[src/conv_data_pkg.sv]
package conv_data_pkg;

    // pixel and weight width
    localparam int DATA_WIDTH = 8;

    // bias width, sign-extended before it seeds the accumulator
    localparam int BIAS_WIDTH = 16;

    // per-pixel accumulator width
    localparam int ACC_WIDTH = 24;

    // kernel geometry
    localparam int KERNEL_SIZE = 3;
    localparam int KERNEL_TAPS = KERNEL_SIZE * KERNEL_SIZE;

    // zero border around the map
    localparam int PADDING = 1;

endpackage

[src/ifm_tile_buffer.sv]
`timescale 1ns/10ps

module ifm_tile_buffer #(
    parameter int MAP_SIZE = 8,
    parameter int ROW_W    = 3
) (
    input  logic                                          clk,
    input  logic                                          rst_n,
    input  logic                                          row_write,
    input  logic [ROW_W-1:0]                              row_index,
    input  logic [conv_data_pkg::DATA_WIDTH*MAP_SIZE-1:0] ifm_readdata,
    input  logic [ROW_W-1:0]                              win_row,
    input  logic [ROW_W-1:0]                              win_col,
    output logic [conv_data_pkg::DATA_WIDTH*conv_data_pkg::KERNEL_TAPS-1:0] window
);
    import conv_data_pkg::*;

    // one map row per entry, column 0 in the low bits
    logic [DATA_WIDTH*MAP_SIZE-1:0] rows [MAP_SIZE];

    always_ff @(posedge clk) begin
        if (row_write) begin
            rows[row_index] <= ifm_readdata;
        end
    end

    // taps outside the map read as zero
    always_comb begin
        int y;
        int x;
        window = '0;
        for (int r = 0; r < KERNEL_SIZE; r++) begin
            for (int c = 0; c < KERNEL_SIZE; c++) begin
                y = int'(win_row) + r - PADDING;
                x = int'(win_col) + c - PADDING;
                if (y >= 0 && y < MAP_SIZE && x >= 0 && x < MAP_SIZE) begin
                    window[(r*KERNEL_SIZE + c)*DATA_WIDTH +: DATA_WIDTH] =
                        rows[y][x*DATA_WIDTH +: DATA_WIDTH];
                end
            end
        end
    end

    a_row_in_range: assert property (@(posedge clk) disable iff (!rst_n)
        row_write |-> (row_index < MAP_SIZE));

endmodule

[config.mk]
export PLATFORM = sky130hd
export DESIGN_NAME = ifm_tile_buffer
export DESIGN_NICKNAME = d
export VERILOG_FILES = /design/src/conv_data_pkg.sv /design/src/ifm_tile_buffer.sv
export SDC_FILE = /design/constraint.sdc
export NUM_CORES = 1
export LEC_CHECK = 0
export ABC_AREA = 0
export BUFFER_PORTS_ARGS = -buffer_cell sky130_fd_sc_hd__buf_2
export CELL_PAD_IN_SITES_DETAIL_PLACEMENT = 1
export CELL_PAD_IN_SITES_GLOBAL_PLACEMENT = 2
export CORE_ASPECT_RATIO = 2
export CORE_UTILIZATION = 40
export CTS_BUF_LIST = sky130_fd_sc_hd__clkbuf_8 sky130_fd_sc_hd__clkbuf_16
export CTS_CLUSTER_DIAMETER = 60
export DETAILED_ROUTE_END_ITERATION = 10
export PLACE_DENSITY_LB_ADDON = 0.1
export SLEW_MARGIN = 25
export SYNTH_ARGS = -nofsm -noshare
export SYNTH_HDL_FRONTEND = slang
export SYNTH_SLANG_ARGS = --single-unit
[constraint.sdc]
create_clock -name clk -period 5.7 [get_ports clk]
set_clock_uncertainty 0.15 [all_clocks]
set_input_delay 0 -clock clk [delete_from_list [all_inputs] [get_ports clk]]
set_output_delay 0 -clock clk [all_outputs]
set_load 0.05 [all_outputs]
==> key figures <==
Power and ir drop
  • Pleak: 0.01311 uW
  • Power Total: 11,380 uW
  • VDD IR-drop max: 280.0 uV
  • Power per cell area: 302.3 nW/um^2

Cells and area
  • Post-Route Utilization: 46.39%
  • Post-route cell area: 37,620 sq um
  • Share of layout cells above drive strength 1: 23.02%
  • Syn-to-layout area delta: 15.03%
  • Max reg flops: 512
  • Fillers: 8,366
  • Register area: 15,370 sq um
  • Registers with the most flip-flops: rows: 512 flops
  • NumNets Final: 2,880
  • Reg with most FFs: rows
  • Multi-input logic area: 16,320 sq um

Logic synthesis
  • Post-Syn Area: 32,710 sq um
  • Avg Inst Size Synth: 12.35 sq um
  • Syn. warnings: 0
  • Post-synth EDFFs: 512
  • Sequential area share after synthesis: 47.00%
  • Post-Synthesis Net Count: 2,739
  • Synth Area in Adders: 0.5355%
  • Xor/xnor cell area share of the yosys netlist: 0.2601%
  • Yosys top cell area share: 47.00%
  • Syn Inst Count: 2,649
  • Area contributors post-synth: edfxtp_1 47%, mux4_2 19%, mux2i_1 6.9%, nand2_1 5.8%, nand3_1 1.9%
  • Synth Area in Compound Gates: 8.194%
  • Flip-flop and latch count after synthesis: 512
  • Async set-reset flop share out of synthesis: 0%
  • Largest family of logic cells by synthesized area: multiplexers
  • Synth Area in Simple Gates: 13.77%
  • Yosys top cell by area: edfxtp_1
  • Yosys cell types: 71
  • Mux contribution to synthesized area: 26.55%
  • Prevailing post-synth register cell: edfxtp_1

Clock network
  • Hold-fix buffers at CTS: 80
  • H-tree Lvls: 2
  • Longest Clk Path Bufs: 3
  • CTS Sinks: 512
  • Post-CTS setup buffers: 0
  • TritonCTS buffer count: 52
  • Clk pin slew, worst setup/hold paths: 60 ps
  • CTS resizes: 0
  • CTS tree: yes
  • Root Driver: clkbuf_16

Placement
  • DP HPWL: 94,860 um
  • Dpl ws: 1289 ps
  • Area after DPL: 34,990 sq um
  • Port-buffer cells: 146
  • Final GP Congestion: 0.9357

Detailed routing
  • Routed Antenna Nets: 0
  • Initial drt markers: 2,392
  • Via count: 26,234
  • Top layer in use: met5
  • Post-Route M1 WL: 49,970 um
  • Drt first pass iters: 6
  • Vias per inst: 6.753
  • Routed wl met2: 72,260 um
  • Routed wl met3: 7756 um
  • DRC violations left: 0
  • Wire per inst: 35.87 um
  • Final wirelength: 139,300 um

Timing
  • Final setup violation count: 0
  • Worst slew pin tran: 1115 ps
  • Final worst setup slack: 1247 ps
  • Final Cycle Share: 78.12%
  • Slew headroom: 25.51%
  • Slew Viols, Final: 0
  • Max Freq: 0.2246 GHz
  • RSZ-0062 raised after global routing: no
  • Min cycle time layout: 4453 ps
  • Final Hold Fails: 0
  • Setup_tns: 0 ps

Floorplanning
  • Die area: 82,990 sq um
  • Floorplan core area: 81,110 sq um
  • Die width: 204.2 um
  • Initial Util: 40.33%
  • Row cnt: 148
  • Total I/O pin count: 148
  • Die Ht: 406.4 um

Status
  • Status: complete, no violations

Global routing
  • Vias in the first global route: 27,453
  • First-pass GRT wire length: 199,000 um
  • Initial antenna violation count: 9
  • Grt total ovfl: 0
  • Largest net degree at the start of global routing: 118
  • GRT Total Usage: 33.76%

Setup path
  • WP data required: 5550 ps
  • Crit path capture type: output pin
  • Buf/Inv on CP: 5
  • Critical Path Start: win_row[0]
  • Worst path max stage delay: 910 ps
  • CP max-delay cell: o32ai_1
  • Critical-path maximum fanout: 48
  • Arr. time, crit path: 4300 ps
  • Crit Path Category: input pin to output pin
  • CP cell instances: buf_8, clkinv_2, ha_4, inv_2, buf_4, mux4_2, nor2_1, a221oi_1, o22ai_1, o32ai_1, buf_12
  • CP Launch Type: input pin
  • Largest delay share family, worst path: compound AO/OA/AOI/OAI gates

Hold path
  • Hold Path Class: input pin to register
  • WHS Path Cells: 2
  • Min-delay src: ifm_readdata[49]
  • Hold endpoint: rows[4][49]

Job
  • Max_cap viols: 0
-- area by class of cell --
cell class                 instances  area share [%]
clock buffer                      53           3.525
antenna                            3         0.01995
timing repair buffer             317           7.157
sequential                       512           40.86
inverter                          21          0.2195
tap                             1050           3.492
clock inverter                    43           1.337
multi-input combinational       1886           43.39
-- metal layers --
metal,vias to the layer above,track usage (%)
met5,-,0
met3,358,3.964
li1,10796,-
met1,13918,38.51
met2,1154,60.05
met4,8,20.19
-- cells by family after synthesis --
logic type,count (synthesis)
flops,512
buf+inv,251
mux,526
fa+ha+maj,14
simple gates,983
compound gates,355
xor+xnor,8
-- stage by stage --
step,hold WS [ps],std cells
finish,20.45,3885
global route,45.47,3884
CTS,0.8997,3882
detailed placement,115.4,3706
global placement,104.1,3706
floorplan,-51.13,2649
-- layout by cell type, fill, tap and decap left out, types with 33 or more instances in the layout --
| cell type | synthesis | final |
|---|---|---|
| buf_12 | 0 | 33 |
| buf_2 | 95 | 123 |
| buf_4 | 27 | 80 |
| clkbuf_16 | 0 | 53 |
| dlygate4sd3_1 | 0 | 80 |
| edfxtp_1 | 512 | 512 |
| mux2i_1 | 224 | 224 |
| mux4_2 | 270 | 270 |
| nand2_1 | 505 | 505 |
| nand3_1 | 127 | 127 |
| nand4_1 | 33 | 33 |
| nor2_1 | 108 | 99 |
| nor3_1 | 74 | 72 |
| nor3b_1 | 50 | 50 |
| o21ai_0 | 48 | 48 |
-- power breakdown --
group	switching, uW	internal [uW]
clock network	1560	2190
registers	88.7	4280
logic	2130	1130
total	3780	7590
-- synthesized netlist by cell type, types with 26 or more instances --
library cell	instances
a21oi_1	28
mux2_2	32
nor3b_1	50
mux4_2	270
nor3_1	74
buf_2	95
nor2_1	108
nand3_1	127
clkbuf_1	84
o21ai_0	48
buf_4	27
edfxtp_1	512
nand4_1	33
nand3b_1	26
mux2i_1	224
a32oi_1	30
nand2_1	505
a32o_1	28
a211oi_1	32
-- worst max path at each step --
stage	endpoint	slack, ps	depth (start not counted)
3_5_place_dp	window[13]	1290	11
3_3_place_gp	window[13]	1330	11
2_1_floorplan	rows[0][0]	460	2
4_1_cts	window[13]	1260	11
6_report	window[13]	1250	11
5_1_grt	window[50]	1160	15
(Power assumes the default switching activity.)
