<file path="src/conv_data_pkg.sv">
package conv_data_pkg;

    // pixel and weight width
    localparam int DATA_WIDTH = 8;

    // bias width, sign-extended before it seeds the accumulator
    localparam int BIAS_WIDTH = 16;

    // per-pixel accumulator width
    localparam int ACC_WIDTH = 24;

    // kernel geometry
    localparam int KERNEL_SIZE = 3;
    localparam int KERNEL_TAPS = KERNEL_SIZE * KERNEL_SIZE;

    // zero border around the map
    localparam int PADDING = 1;

endpackage

</file>
<file path="src/conv_mem_pkg.sv">
package conv_mem_pkg;

    // cycles from a read strobe to valid read data
    localparam int RD_LATENCY = 1;

    // conv_mac depth, products then adder tree
    localparam int MAC_LATENCY = 2;

endpackage

</file>
<file path="src/conv_mac.sv">
`timescale 1ns/10ps

module conv_mac #(
    parameter int MAP_SIZE = 8,
    parameter int ROW_W    = 3,
    parameter int PIX_W    = 6
) (
    input  logic                                                         clk,
    input  logic                                                         rst_n,
    input  logic                                                         kernel_load,
    input  logic [conv_data_pkg::DATA_WIDTH*conv_data_pkg::KERNEL_TAPS-1:0] kernel_readdata,
    input  logic                                                         win_valid,
    input  logic [conv_data_pkg::DATA_WIDTH*conv_data_pkg::KERNEL_TAPS-1:0] window,
    input  logic [ROW_W-1:0]                                             win_row,
    input  logic [ROW_W-1:0]                                             win_col,
    input  logic                                                         first_channel,
    output logic                                                         sum_valid,
    output logic signed [conv_data_pkg::ACC_WIDTH-1:0]                   sum,
    output logic [PIX_W-1:0]                                             sum_index,
    output logic                                                         sum_first
);
    import conv_data_pkg::*;
    import conv_mem_pkg::*;

    logic signed [DATA_WIDTH-1:0]   weight [KERNEL_TAPS];
    logic signed [2*DATA_WIDTH-1:0] prod [KERNEL_TAPS];
    logic signed [ACC_WIDTH-1:0]    prod_sum;
    logic [PIX_W-1:0]               win_index;
    logic [MAC_LATENCY-1:0]         vld_pipe;
    logic [MAC_LATENCY-1:0]         first_pipe;
    logic [PIX_W-1:0]               idx_pipe [MAC_LATENCY];

    always_ff @(posedge clk) begin
        if (kernel_load) begin
            for (int t = 0; t < KERNEL_TAPS; t++) begin
                weight[t] <= kernel_readdata[t*DATA_WIDTH +: DATA_WIDTH];
            end
        end
    end

    // stage one, nine signed products
    always_ff @(posedge clk) begin
        if (win_valid) begin
            for (int t = 0; t < KERNEL_TAPS; t++) begin
                prod[t] <= $signed(window[t*DATA_WIDTH +: DATA_WIDTH]) * weight[t];
            end
        end
    end

    always_comb begin
        prod_sum = '0;
        for (int t = 0; t < KERNEL_TAPS; t++) begin
            prod_sum = prod_sum + prod[t];
        end
    end

    // stage two, sign-extended sum
    always_ff @(posedge clk) begin
        if (vld_pipe[0]) begin
            sum <= prod_sum;
        end
    end

    ////////////////////////////////////////////////////////////
    // pixel tag travelling with the data
    ////////////////////////////////////////////////////////////

    assign win_index = PIX_W'(win_row) * PIX_W'(MAP_SIZE) + PIX_W'(win_col);

    always_ff @(posedge clk or negedge rst_n) begin
        if (!rst_n) begin
            vld_pipe <= '0;
        end else begin
            vld_pipe[0] <= win_valid;
            for (int i = 1; i < MAC_LATENCY; i++) begin
                vld_pipe[i] <= vld_pipe[i-1];
            end
        end
    end

    always_ff @(posedge clk) begin
        idx_pipe[0]   <= win_index;
        first_pipe[0] <= first_channel;
        for (int i = 1; i < MAC_LATENCY; i++) begin
            idx_pipe[i]   <= idx_pipe[i-1];
            first_pipe[i] <= first_pipe[i-1];
        end
    end

    assign sum_valid = vld_pipe[MAC_LATENCY-1];
    assign sum_index = idx_pipe[MAC_LATENCY-1];
    assign sum_first = first_pipe[MAC_LATENCY-1];

endmodule

</file>
<file path="config.mk">
export PLATFORM = sky130hd
export DESIGN_NAME = conv_mac
export DESIGN_NICKNAME = d
export VERILOG_FILES = /design/src/conv_data_pkg.sv /design/src/conv_mem_pkg.sv /design/src/conv_mac.sv
export SDC_FILE = /design/constraint.sdc
export NUM_CORES = 2
export LEC_CHECK = 0
export BUFFER_PORTS_ARGS = -buffer_cell sky130_fd_sc_hd__buf_2
export CORE_ASPECT_RATIO = 1.4
export CORE_UTILIZATION = 40
export CTS_BUF_LIST = sky130_fd_sc_hd__clkbuf_2
export DETAILED_ROUTE_END_ITERATION = 12
export SLEW_MARGIN = 20
export SYNTH_ARGS = -nofsm -noshare
export SYNTH_HDL_FRONTEND = slang
export SYNTH_SLANG_ARGS = --single-unit
</file>
<file path="constraint.sdc">
create_clock -name clk -period 5.52 [get_ports clk]
set_clock_uncertainty 0.1 [all_clocks]
set_input_delay 0.552 -clock clk [delete_from_list [all_inputs] [get_ports clk]]
set_output_delay 0.552 -clock clk [all_outputs]
set_load 0.02 [all_outputs]
</file>
==> impl_metrics.tcl <==
set metrics [dict create \
    start_kind "register" \
    synth.distinct_cells 47 \
    area_growth_pct 14.99 \
    die_area_um2 84650 \
    insertion_delay_ns 1.21 \
    synth_area_per_cell_um2 10.61 \
    initial_core_util_pct 40.28 \
    synth_top_area_share_pct 36.57 \
    yosys_warnings 0 \
    die_x_um 246.2 \
    critPathSlowestCell "fa_1" \
    cp_common_cell "fa_1" \
    path_max_fanout 3 \
    netlist_instances 3148 \
    met1_length_um 27820 \
    drive_gt1_share_pct 8.730 \
    worst_setup_path_end_kind "register" \
    final_common_cell "inv_1" \
    yosysTopAreaCell "fa_1" \
    cts_resized 0 \
    min_from "window[50]" \
    yosysSeqAreaShare_pct 22.57 \
    ys_async_sr_fraction_pct 0.7813 \
    most-common-layout-cells "inv_1 (857), fa_1 (610), and2_1 (383)" \
    worstHoldPathType "input pin to register" \
    wl_met2_um 41750 \
    multi_input_area_um2 22590 \
    maxCapViolCount 0 \
    fp.dieH_um 343.9 \
    rsz0062_at_grt "false" \
    fin_setup_tns_ns 0 \
    critPathRequiredTime_ns 6.32 \
    worstPathCellList "fa_1 -> fa_1 -> inv_1 -> fa_1 -> fa_1 -> inv_1 -> ha_1 -> inv_1 -> fa_1 -> nor2b_1 -> o21ai_1 -> a21oi_2 -> o211ai_2 -> o31ai_2 -> nor4_2" \
    dr.max_layer_used "met5" \
    gp_congestion 0.8643 \
    final_nets 4644 \
    fin_crit_sh_pct 86.11 \
    fin_area_um2 38390 \
    root_buffer "clkbuf_2" \
    drt_iter0_drc 763 \
    yosys-top-cells-area "fa_1 (37%), edfxtp_1 (22%), ha_1 (11%), inv_1 (9.6%), and2_1 (7.2%)" \
    preCtsSetupSlack_ns 0.7066 \
    tightest_slew_ns 1.040 \
    syn_area_um2 33390 \
    ant_nets 0 \
    maxSlewViolCount 0 \
    grt_usage_pct 18.87 \
    cts.clk_slew.worst_paths_ns 0.10 \
    dr.pass1.iters 7 \
    crit_type "register to register" \
    row_count 125 \
    cts_buffer_depth 3 \
    outcome "complete, no violations" \
    finalCriticalPeriod_ns 4.753 \
    wirelength_um 75160 \
    io_pins 187 \
    coreArea_um2 82890 \
    grt_pass1_wl_um 122000 \
    setup_viol 0 \
    grt_max_degree 104 \
    setup_slack_ns 0.7670 \
    viasPerCell 4.668 \
    hpwlAfterDp_um 62890 \
    routed-via-count 22110 \
    synth_nets 4195 \
    grt_pass1_vias 24030 \
    synth-seq-cells 256 \
    crit_arrival_ns 5.55 \
    slew-limit-headroom_pct 30.68 \
    route.met3.wl_um 2618 \
    antenna_found_initial 10 \
    final-seq-area_um2 7537 \
    wl_per_cell_um 15.87 \
    cts_tree "built" \
    max_stage_delay_ns 0.55 \
    crit_start "prod[0][98]$_DFFE_PP_" \
    max_freq_mhz 210.4 \
    grt.overflow.total 0 \
    io_buffers 186 \
    dpl_cell_area_um2 35670 \
    cts_buffers 75 \
    cts.sinks 256 \
    hold_viol 0 \
    synth_edf_count 240 \
    drc 0 \
    synth_top_flop_cell "edfxtp_1" \
    filler_cell_count 7970 \
    reg2reg_from "prod[0][98]$_DFFE_PP_" \
    cts_max_level 3 \
]
repair_timing:
item                                   4_1_cts  5_1_grt
hold buffers                               187        0
endpoints found under the hold margin      255        0
setup buffers                                0        0
routing by layer:
layer	vias up	track usage, %
li1	10460	-
met1	11170	20.54
met2	340	35.69
met3	142	3.019
met4	10	8.087
met5	-	0
cells by family (layout without fill, tap and decap cells):
kind of cell	Yosys count	count (layout)	synth area share, %
fa+ha+maj	892	892	47.14
buf+inv	863	1369	9.769
simple gates	747	747	12.07
flops	256	256	22.57
compound gates	232	232	4.291
xor+xnor	157	157	4.118
mux	1	1	0.03372
other cells	0	4	0
state kept, by name, indices dropped and copies added, names as in the netlist:
| register | cells |
|---|---|
| prod | 144 |
| weight | 72 |
| sum | 24 |
| idx_pipe | 12 |
| first_pipe | 2 |
| vld_pipe | 2 |
final cells by class:
cell class              instances  share of cell area (%)
repair buffers                378                   7.421
clock inverters                41                  0.9744
flip-flops and latches        256                   19.63
diodes                          4                 0.02607
well taps                    1079                   3.516
inverters                     857                   8.379
clock buffers                  93                   1.212
multi-input cells            2029                   58.84
cells in the mapped netlist (7+ instances only):
master	count
xor2_1	19
nor2b_1	37
edfxtp_1	240
or3_1	8
nor3_1	10
o21a_1	10
a211oi_1	20
nand3_1	11
xnor2_1	138
and2_1	383
nor2_1	97
a21oi_1	72
a31oi_1	11
o21ai_0	60
nand2b_1	31
ha_1	282
fa_1	610
o21bai_1	7
dfxtp_1	14
inv_1	857
nand2_1	156
a21o_1	20
through the flow:
step,cells,utilization (%),hold WS [ns]
floorplan,3148,-,0.1564
global placement,4412,43.03,0.2098
detailed placement,4412,43.03,0.2121
CTS,4733,46.30,0.005032
global route,4736,46.31,0.1457
finish,4737,46.32,0.1749
worst max-delay path: cells and delay by family, from the launching register on:
family,cells,cell delay (ns)
AO/OA/AOI/OAI,4,0.89
adder cells (fa/ha/maj),6,2.63
buffers and inverters,3,0.19
flip-flops,1,0.41
AND/OR/NAND/NOR,2,0.23
final timing paths:
kind	endpoint	slack, ns	cells after the start
max	sum[18]$_DFFE_PP_	0.77	15
max in group asynchronous	vld_pipe[1]$_DFF_PN0_	4.51	4
min in group asynchronous	vld_pipe[0]$_DFF_PN0_	0.69	4
min	prod[0][98]$_DFFE_PP_	0.17	5
min reg2reg	first_pipe[1]$_DFF_P_	0.22	0
max reg2reg	sum[18]$_DFFE_PP_	0.77	15
Power is not shown: default switching activity piles up to over one toggle a cycle in this logic, so the estimate is an artifact.
