==> src/conv_mem_pkg.sv <==
package conv_mem_pkg;

    // cycles from a read strobe to valid read data
    localparam int RD_LATENCY = 1;

    // conv_mac depth, products then adder tree
    localparam int MAC_LATENCY = 2;

endpackage

==> src/conv_sequencer.sv <==
`timescale 1ns/10ps

module conv_sequencer #(
    parameter int MAP_SIZE      = 8,
    parameter int IN_CHANNELS   = 4,
    parameter int ROW_W         = 3,
    parameter int PIX_W         = 6,
    parameter int IFM_ADDR_W    = 5,
    parameter int KERNEL_ADDR_W = 2
) (
    input  logic                     clk,
    input  logic                     rst_n,
    input  logic                     start,
    output logic                     idle,
    output logic                     finish,
    output logic                     ifm_rd,
    output logic [IFM_ADDR_W-1:0]    ifm_addr,
    output logic                     kernel_rd,
    output logic [KERNEL_ADDR_W-1:0] kernel_addr,
    output logic                     row_write,
    output logic [ROW_W-1:0]         row_index,
    output logic                     kernel_load,
    output logic                     win_valid,
    output logic [ROW_W-1:0]         win_row,
    output logic [ROW_W-1:0]         win_col,
    output logic                     first_channel,
    output logic                     bias_load,
    output logic                     out_read,
    output logic [PIX_W-1:0]         out_index
);
    import conv_mem_pkg::*;

    localparam int CNT_W = $clog2(MAP_SIZE * MAP_SIZE + 1);

    localparam logic [2:0] PH_IDLE    = 3'd0;
    localparam logic [2:0] PH_LOAD    = 3'd1;
    localparam logic [2:0] PH_WAIT    = 3'd2;
    localparam logic [2:0] PH_COMPUTE = 3'd3;
    localparam logic [2:0] PH_DRAIN   = 3'd4;
    localparam logic [2:0] PH_OUTPUT  = 3'd5;

    logic [2:0]               phase;
    logic [CNT_W-1:0]         cnt;
    logic [KERNEL_ADDR_W-1:0] chan;
    logic [ROW_W-1:0]         scan_row;
    logic [ROW_W-1:0]         scan_col;
    logic                     last_step;
    logic                     last_chan;
    logic                     accept;
    logic [RD_LATENCY-1:0]    row_vld_pipe;
    logic [RD_LATENCY-1:0]    kern_vld_pipe;
    logic [ROW_W-1:0]         row_pipe [RD_LATENCY];

    ////////////////////////////////////////////////////////////
    // phase control
    ////////////////////////////////////////////////////////////

    assign accept    = (phase == PH_IDLE) && start;
    assign last_chan = (chan == KERNEL_ADDR_W'(IN_CHANNELS - 1));

    // output phase runs one cycle longer to cover the read latency
    always_comb begin
        case (phase)
            PH_LOAD:    last_step = (cnt == CNT_W'(MAP_SIZE - 1));
            PH_WAIT:    last_step = (cnt == CNT_W'(RD_LATENCY - 1));
            PH_COMPUTE: last_step = (cnt == CNT_W'(MAP_SIZE * MAP_SIZE - 1));
            PH_DRAIN:   last_step = (cnt == CNT_W'(MAC_LATENCY - 1));
            PH_OUTPUT:  last_step = (cnt == CNT_W'(MAP_SIZE * MAP_SIZE));
            default:    last_step = 1'b0;
        endcase
    end

    always_ff @(posedge clk or negedge rst_n) begin
        if (!rst_n) begin
            phase <= PH_IDLE;
            cnt   <= '0;
            chan  <= '0;
        end else if (accept) begin
            phase <= PH_LOAD;
            cnt   <= '0;
            chan  <= '0;
        end else if (phase != PH_IDLE) begin
            if (last_step) begin
                cnt <= '0;
                case (phase)
                    PH_LOAD:    phase <= PH_WAIT;
                    PH_WAIT:    phase <= PH_COMPUTE;
                    PH_COMPUTE: begin
                        if (last_chan) begin
                            phase <= PH_DRAIN;
                        end else begin
                            phase <= PH_LOAD;
                            chan  <= chan + 1'b1;
                        end
                    end
                    PH_DRAIN:   phase <= PH_OUTPUT;
                    default:    phase <= PH_IDLE;
                endcase
            end else begin
                cnt <= cnt + 1'b1;
            end
        end
    end

    always_ff @(posedge clk or negedge rst_n) begin
        if (!rst_n) begin
            finish <= 1'b0;
        end else begin
            finish <= (phase == PH_OUTPUT) && last_step;
        end
    end

    ////////////////////////////////////////////////////////////
    // ram reads and read-strobe delay line
    ////////////////////////////////////////////////////////////

    // rows of all channels sit back to back in the ifm ram
    always_ff @(posedge clk or negedge rst_n) begin
        if (!rst_n) begin
            ifm_addr <= '0;
        end else if (accept) begin
            ifm_addr <= '0;
        end else if (ifm_rd) begin
            ifm_addr <= ifm_addr + 1'b1;
        end
    end

    always_ff @(posedge clk or negedge rst_n) begin
        if (!rst_n) begin
            row_vld_pipe  <= '0;
            kern_vld_pipe <= '0;
        end else begin
            row_vld_pipe[0]  <= ifm_rd;
            kern_vld_pipe[0] <= kernel_rd;
            for (int i = 1; i < RD_LATENCY; i++) begin
                row_vld_pipe[i]  <= row_vld_pipe[i-1];
                kern_vld_pipe[i] <= kern_vld_pipe[i-1];
            end
        end
    end

    always_ff @(posedge clk) begin
        row_pipe[0] <= cnt[ROW_W-1:0];
        for (int i = 1; i < RD_LATENCY; i++) begin
            row_pipe[i] <= row_pipe[i-1];
        end
    end

    ////////////////////////////////////////////////////////////
    // raster scan
    ////////////////////////////////////////////////////////////

    always_ff @(posedge clk or negedge rst_n) begin
        if (!rst_n) begin
            scan_row <= '0;
            scan_col <= '0;
        end else if (phase == PH_COMPUTE) begin
            if (scan_col == ROW_W'(MAP_SIZE - 1)) begin
                scan_col <= '0;
                scan_row <= (scan_row == ROW_W'(MAP_SIZE - 1)) ? '0 : scan_row + 1'b1;
            end else begin
                scan_col <= scan_col + 1'b1;
            end
        end
    end

    assign idle          = (phase == PH_IDLE);
    assign ifm_rd        = (phase == PH_LOAD);
    assign kernel_rd     = (phase == PH_LOAD) && (cnt == '0);
    assign kernel_addr   = chan;
    assign row_write     = row_vld_pipe[RD_LATENCY-1];
    assign row_index     = row_pipe[RD_LATENCY-1];
    assign kernel_load   = kern_vld_pipe[RD_LATENCY-1];
    assign win_valid     = (phase == PH_COMPUTE);
    assign win_row       = scan_row;
    assign win_col       = scan_col;
    assign first_channel = (chan == '0);
    assign bias_load     = accept;
    assign out_read      = (phase == PH_OUTPUT) && (cnt != CNT_W'(MAP_SIZE * MAP_SIZE));
    assign out_index     = cnt[PIX_W-1:0];

    // kernel word goes out with the row 0 read of the same channel
    a_kernel_with_row0: assert property (@(posedge clk) disable iff (!rst_n)
        kernel_rd |-> (ifm_rd && ifm_addr == IFM_ADDR_W'(chan * MAP_SIZE)));

    a_no_window_during_fill: assert property (@(posedge clk) disable iff (!rst_n)
        !(win_valid && row_write));

endmodule

==> config.mk <==
export PLATFORM = sky130hd
export DESIGN_NAME = conv_sequencer
export DESIGN_NICKNAME = d
export VERILOG_FILES = /design/src/conv_mem_pkg.sv /design/src/conv_sequencer.sv
export SDC_FILE = /design/constraint.sdc
export NUM_CORES = 1
export LEC_CHECK = 0
export BUFFER_PORTS_ARGS = -buffer_cell sky130_fd_sc_hd__buf_2
export CORE_UTILIZATION = 30
export CTS_BUF_LIST = sky130_fd_sc_hd__clkbuf_16
export CTS_CLUSTER_DIAMETER = 40
export DETAILED_ROUTE_END_ITERATION = 16
export PLACE_DENSITY = 0.56
export SETUP_SLACK_MARGIN = 0.5
export SLEW_MARGIN = 0
export SYNTH_ARGS = -nofsm -noshare
export SYNTH_HDL_FRONTEND = slang
export SYNTH_SLANG_ARGS = --single-unit
==> constraint.sdc <==
create_clock -name clk -period 4.18 [get_ports clk]
set_input_delay 0.418 -clock clk [delete_from_list [all_inputs] [get_ports clk]]
set_output_delay 0.418 -clock clk [all_outputs]
set_load 0.02 [all_outputs]
==> results.rst <==
.. list-table::
   :header-rows: 1

   * - Metric
     - Value
   * - Cells traversed along the worst timing path
     - nor3b_2 > and2_1 > buf_2
   * - Cell count of the worst reg-to-reg path
     - 6
   * - Highest clock frequency the design can meet
     - 447.3 MHz
   * - Unrepaired setup endpoints after global routing
     - no
   * - Cell at the root of the clock tree
     - clkbuf_16
   * - Start point of the critical path
     - phase[0]$_DFFE_PN0P_
   * - Mean area per synthesized cell
     - around 10 um^2
   * - Capture instance of the worst register-to-register path
     - cnt[2]$_DFFE_PN0P_
   * - Largest net degree at the start of global routing
     - 27
   * - Post-synth net total
     - between 150 and 200
   * - Total congestion overflow after global routing
     - 0
   * - Yosys warns
     - 0
   * - Clock sink count
     - 29
   * - Critical path's slowest cell
     - nor3b_2
   * - Critical path class
     - reg -> out
   * - Inst Count DP
     - around 240
   * - Number of maximum-capacitance constraint violations
     - 0
   * - Internal reg-to-reg setup slack
     - approximately 2.2 ns
   * - Area of the mapped netlist
     - between 1500 and 2000 um^2
   * - Share of cells above drive strength 1
     - approximately a quarter
   * - Distinct cell type count after synthesis
     - 40
   * - Share of synthesized area occupied by flip-flops and latches
     - 46.03%
   * - Slew at the pin closest to its max-slew limit
     - around 1.2 ns
   * - Routability congestion estimate
     - slightly above 0.8
   * - Outcome
     - finished, final reports clean
   * - Tot GR Track Use
     - 12.74%
   * - Sort of element at the start of the critical path
     - flop
   * - Data arrival at the endpoint of the critical path
     - approximately 1.8 ns
   * - Final design instance area without fill
     - roughly 1900 um^2
   * - Post CTS Setup Buffer Count
     - 0
   * - Drt wl/cell
     - about 12 um
   * - Horizontal die dimension
     - about 74 um
   * - Area of the die
     - approximately 5400 um^2
   * - IR drop worst, VDD
     - approximately 210 uV
   * - Post-detailed-route via-to-cell ratio
     - about 4.5
   * - CTS-repair resized insts
     - 0
   * - Vert. Die Dim
     - approximately 74 um
   * - Setup crit end kind
     - primary output
   * - Fill count
     - approximately 500
   * - Area fraction of the dominant cell type after synthesis
     - 42.14%
   * - Number of buffers between clock root and the deepest sink
     - 2
   * - Buffers added on ports
     - 34
   * - Setup Total Neg Slack
     - 0 ns
   * - DP Area
     - between 1500 and 2000 um^2
   * - DPL Wire Length
     - approximately 2200 um
   * - Total length of routed wires
     - around 3100 um
   * - Amount of wire on met2 after detailed routing
     - around 1300 um
   * - Max-slew violation count
     - 0
   * - Top routing layer in use
     - met4
   * - Period utilization
     - between 50% and 60%
   * - Final Hold Vio Count
     - 0
   * - Clock latency reported for the late side of the worst-skew pair
     - roughly 0.27 ns
   * - Number of vias after detailed routing
     - 1139
   * - Metal3 WL
     - roughly 160 um
   * - Top-count cell post-synth
     - dfrtp_1
   * - Crit path max-delay family
     - simple AND/OR/NAND/NOR gates
   * - Synthesis-to-finish area growth
     - 20.02%
   * - Met1 wire length
     - approximately 1500 um
   * - Leading cell types by total area after synthesis
     - dfrtp_1 42%, ha_1 7.3%, dfxtp_1 3.9%
   * - Via count of the first global-routing pass
     - approximately 1100
   * - Layout Cells excl Fill
     - 251
   * - Ant. Diodes
     - 0
   * - Final Skew
     - around 0.005 ns
   * - Violation count after the first detailed-route iteration
     - 25
   * - Worst EP required
     - 3.76 ns
   * - Number of synthesized flops with an enable pin
     - 0
   * - Worst-path clk slew
     - about 0.050 ns
   * - Async set-reset flop share out of synthesis
     - 89.66%
   * - Number of placed I/O pins
     - 35
   * - Top_reg_cell synth
     - dfrtp_1
   * - Ranking of synthesized cells by instance count
     - 26 x dfrtp_1, 15 x nor2_1, 14 x nand2_1
   * - Core Region
     - 4848 um^2
   * - Critical path fanouts, max
     - 11
   * - Count of nets after finishing
     - between 150 and 200
   * - # rows
     - 25
   * - Remaining max-slew budget at the tightest pin
     - 19.97%
   * - Number of hold-repair buffers added at the cts stage
     - 0
   * - Pre-Repair DR Iteration Count
     - 4
   * - Synthesized netlist cell count
     - between 150 and 200
   * - Initial antenna violation count
     - 0
   * - Initial core utilization
     - a little under a third
   * - R2R Path Start
     - phase[2]$_DFFE_PN0P_
   * - PD cells
     - 835.1 nW/um^2
   * - Clock tree from TritonCTS
     - yes
   * - Final Setup Violations
     - 0
   * - TritonCTS buffer count
     - 5
   * - Hold WC Path Type
     - in -> async
   * - Largest stage delay, worst path
     - about 0.6 ns
   * - Leakage power
     - 0.9599 nW
   * - Clock period minus final worst setup slack
     - ~2.2 ns
   * - Global-route wire length before repair
     - between 5000 and 6000 um
   * - Remaining antenna violation count
     - 0
   * - Yosys reg bits
     - 29
   * - H-tree depth
     - 2
   * - Number of design rule violations left after detail routing
     - 0
   * - Crit path buffers/inverters
     - 1
   * - Library cell with the largest summed area after synthesis
     - dfrtp_1
power by group:
group | total [mW] | switching [mW] | internal, mW | leakage, nW
combinational | 0.701 | 0.423 | 0.279 | 0.526
sequential | 0.520 | 0.130 | 0.390 | 0.360
clock | 0.326 | 0.113 | 0.213 | 0.0738
total | 1.55 | 0.666 | 0.882 | 0.960
registers in the layout, indices dropped and copies added, names as in the netlist:
name,flops
cnt,7
finish,1
ifm_addr,5
kernel_addr,2
kernel_load,1
phase,3
row_pipe,3
row_write,1
win_col,3
win_row,3
metal layers:
| metal | vias to the layer above | track usage [%] |
|---|---|---|
| met5 | - | 0 |
| met4 | 0 | 7.051 |
| met3 | 7 | 4.938 |
| met2 | 23 | 17.53 |
| met1 | 525 | 16.91 |
| li1 | 584 | - |
logic make-up after synthesis:
group | Yosys count | share of synthesized area (%)
compound gates | 22 | 10.37
simple gates | 58 | 19.69
xor+xnor | 8 | 4.538
flops | 29 | 46.03
buf+inv | 21 | 7.698
fa+ha+maj | 9 | 7.293
mux | 6 | 4.376
final cells by class:
type / count / area [um^2] / area share (%)
Tap cell: 67 / 83.83 / 4.524
Clock inverter: 3 / 11.26 / 0.6077
Timing Repair Buffer: 34 / 170.2 / 9.183
Multi-Input combinational cell: 103 / 714.4 / 38.55
Clock buffer: 5 / 125.1 / 6.752
Sequential cell: 29 / 710.7 / 38.35
Inverter: 10 / 37.54 / 2.026
stage by stage:
stage | util [%] | power (mW) | setup WS (ns) | hold slack [ns]
final | 38.22 | 1.547 | 1.944 | 0.1512
after global placement | 35.41 | 1.230 | 2.180 | 0.4628
after global routing | 38.22 | 1.677 | 1.794 | 0.1920
after floorplan | - | 1.066 | 2.024 | 0.1224
after detailed placement | 35.41 | 1.233 | 2.140 | 0.4601
after CTS | 38.22 | 1.570 | 1.917 | 0.1700
cell usage in the layout (no fill, tap or decap), types with 2 or more instances in the layout:
| master | synthesis | layout |
|---|---|---|
| buf_2 | 2 | 34 |
| dfrtp_1 | 26 | 26 |
| nor2_1 | 15 | 15 |
| nand2_1 | 14 | 14 |
| inv_1 | 9 | 11 |
| ha_1 | 9 | 9 |
| nor3_1 | 6 | 6 |
| o21ai_0 | 6 | 6 |
| nand3_1 | 5 | 5 |
| a21oi_1 | 5 | 5 |
| xnor2_1 | 5 | 5 |
| clkbuf_16 | 0 | 5 |
| nand2b_1 | 4 | 4 |
| mux2i_1 | 3 | 3 |
| nand4_1 | 3 | 3 |
| xor2_1 | 3 | 3 |
| dfxtp_1 | 3 | 3 |
| and2_1 | 2 | 2 |
| and3_1 | 2 | 2 |
| a31oi_1 | 2 | 2 |
| mux2_2 | 2 | 2 |
| a21o_1 | 2 | 2 |
worst max path at each step:
stage,to,slack [ns],depth (start not counted)
after detailed placement,cnt[2]$_DFFE_PN0P_,2.14,3
after floorplan,bias_load,2.02,4
final,kernel_rd,1.94,3
after global routing,kernel_rd,1.79,3
after global placement,cnt[2]$_DFFE_PN0P_,2.18,6
after CTS,kernel_rd,1.92,3
No activity file was read; power rests on OpenSTA's default activity.
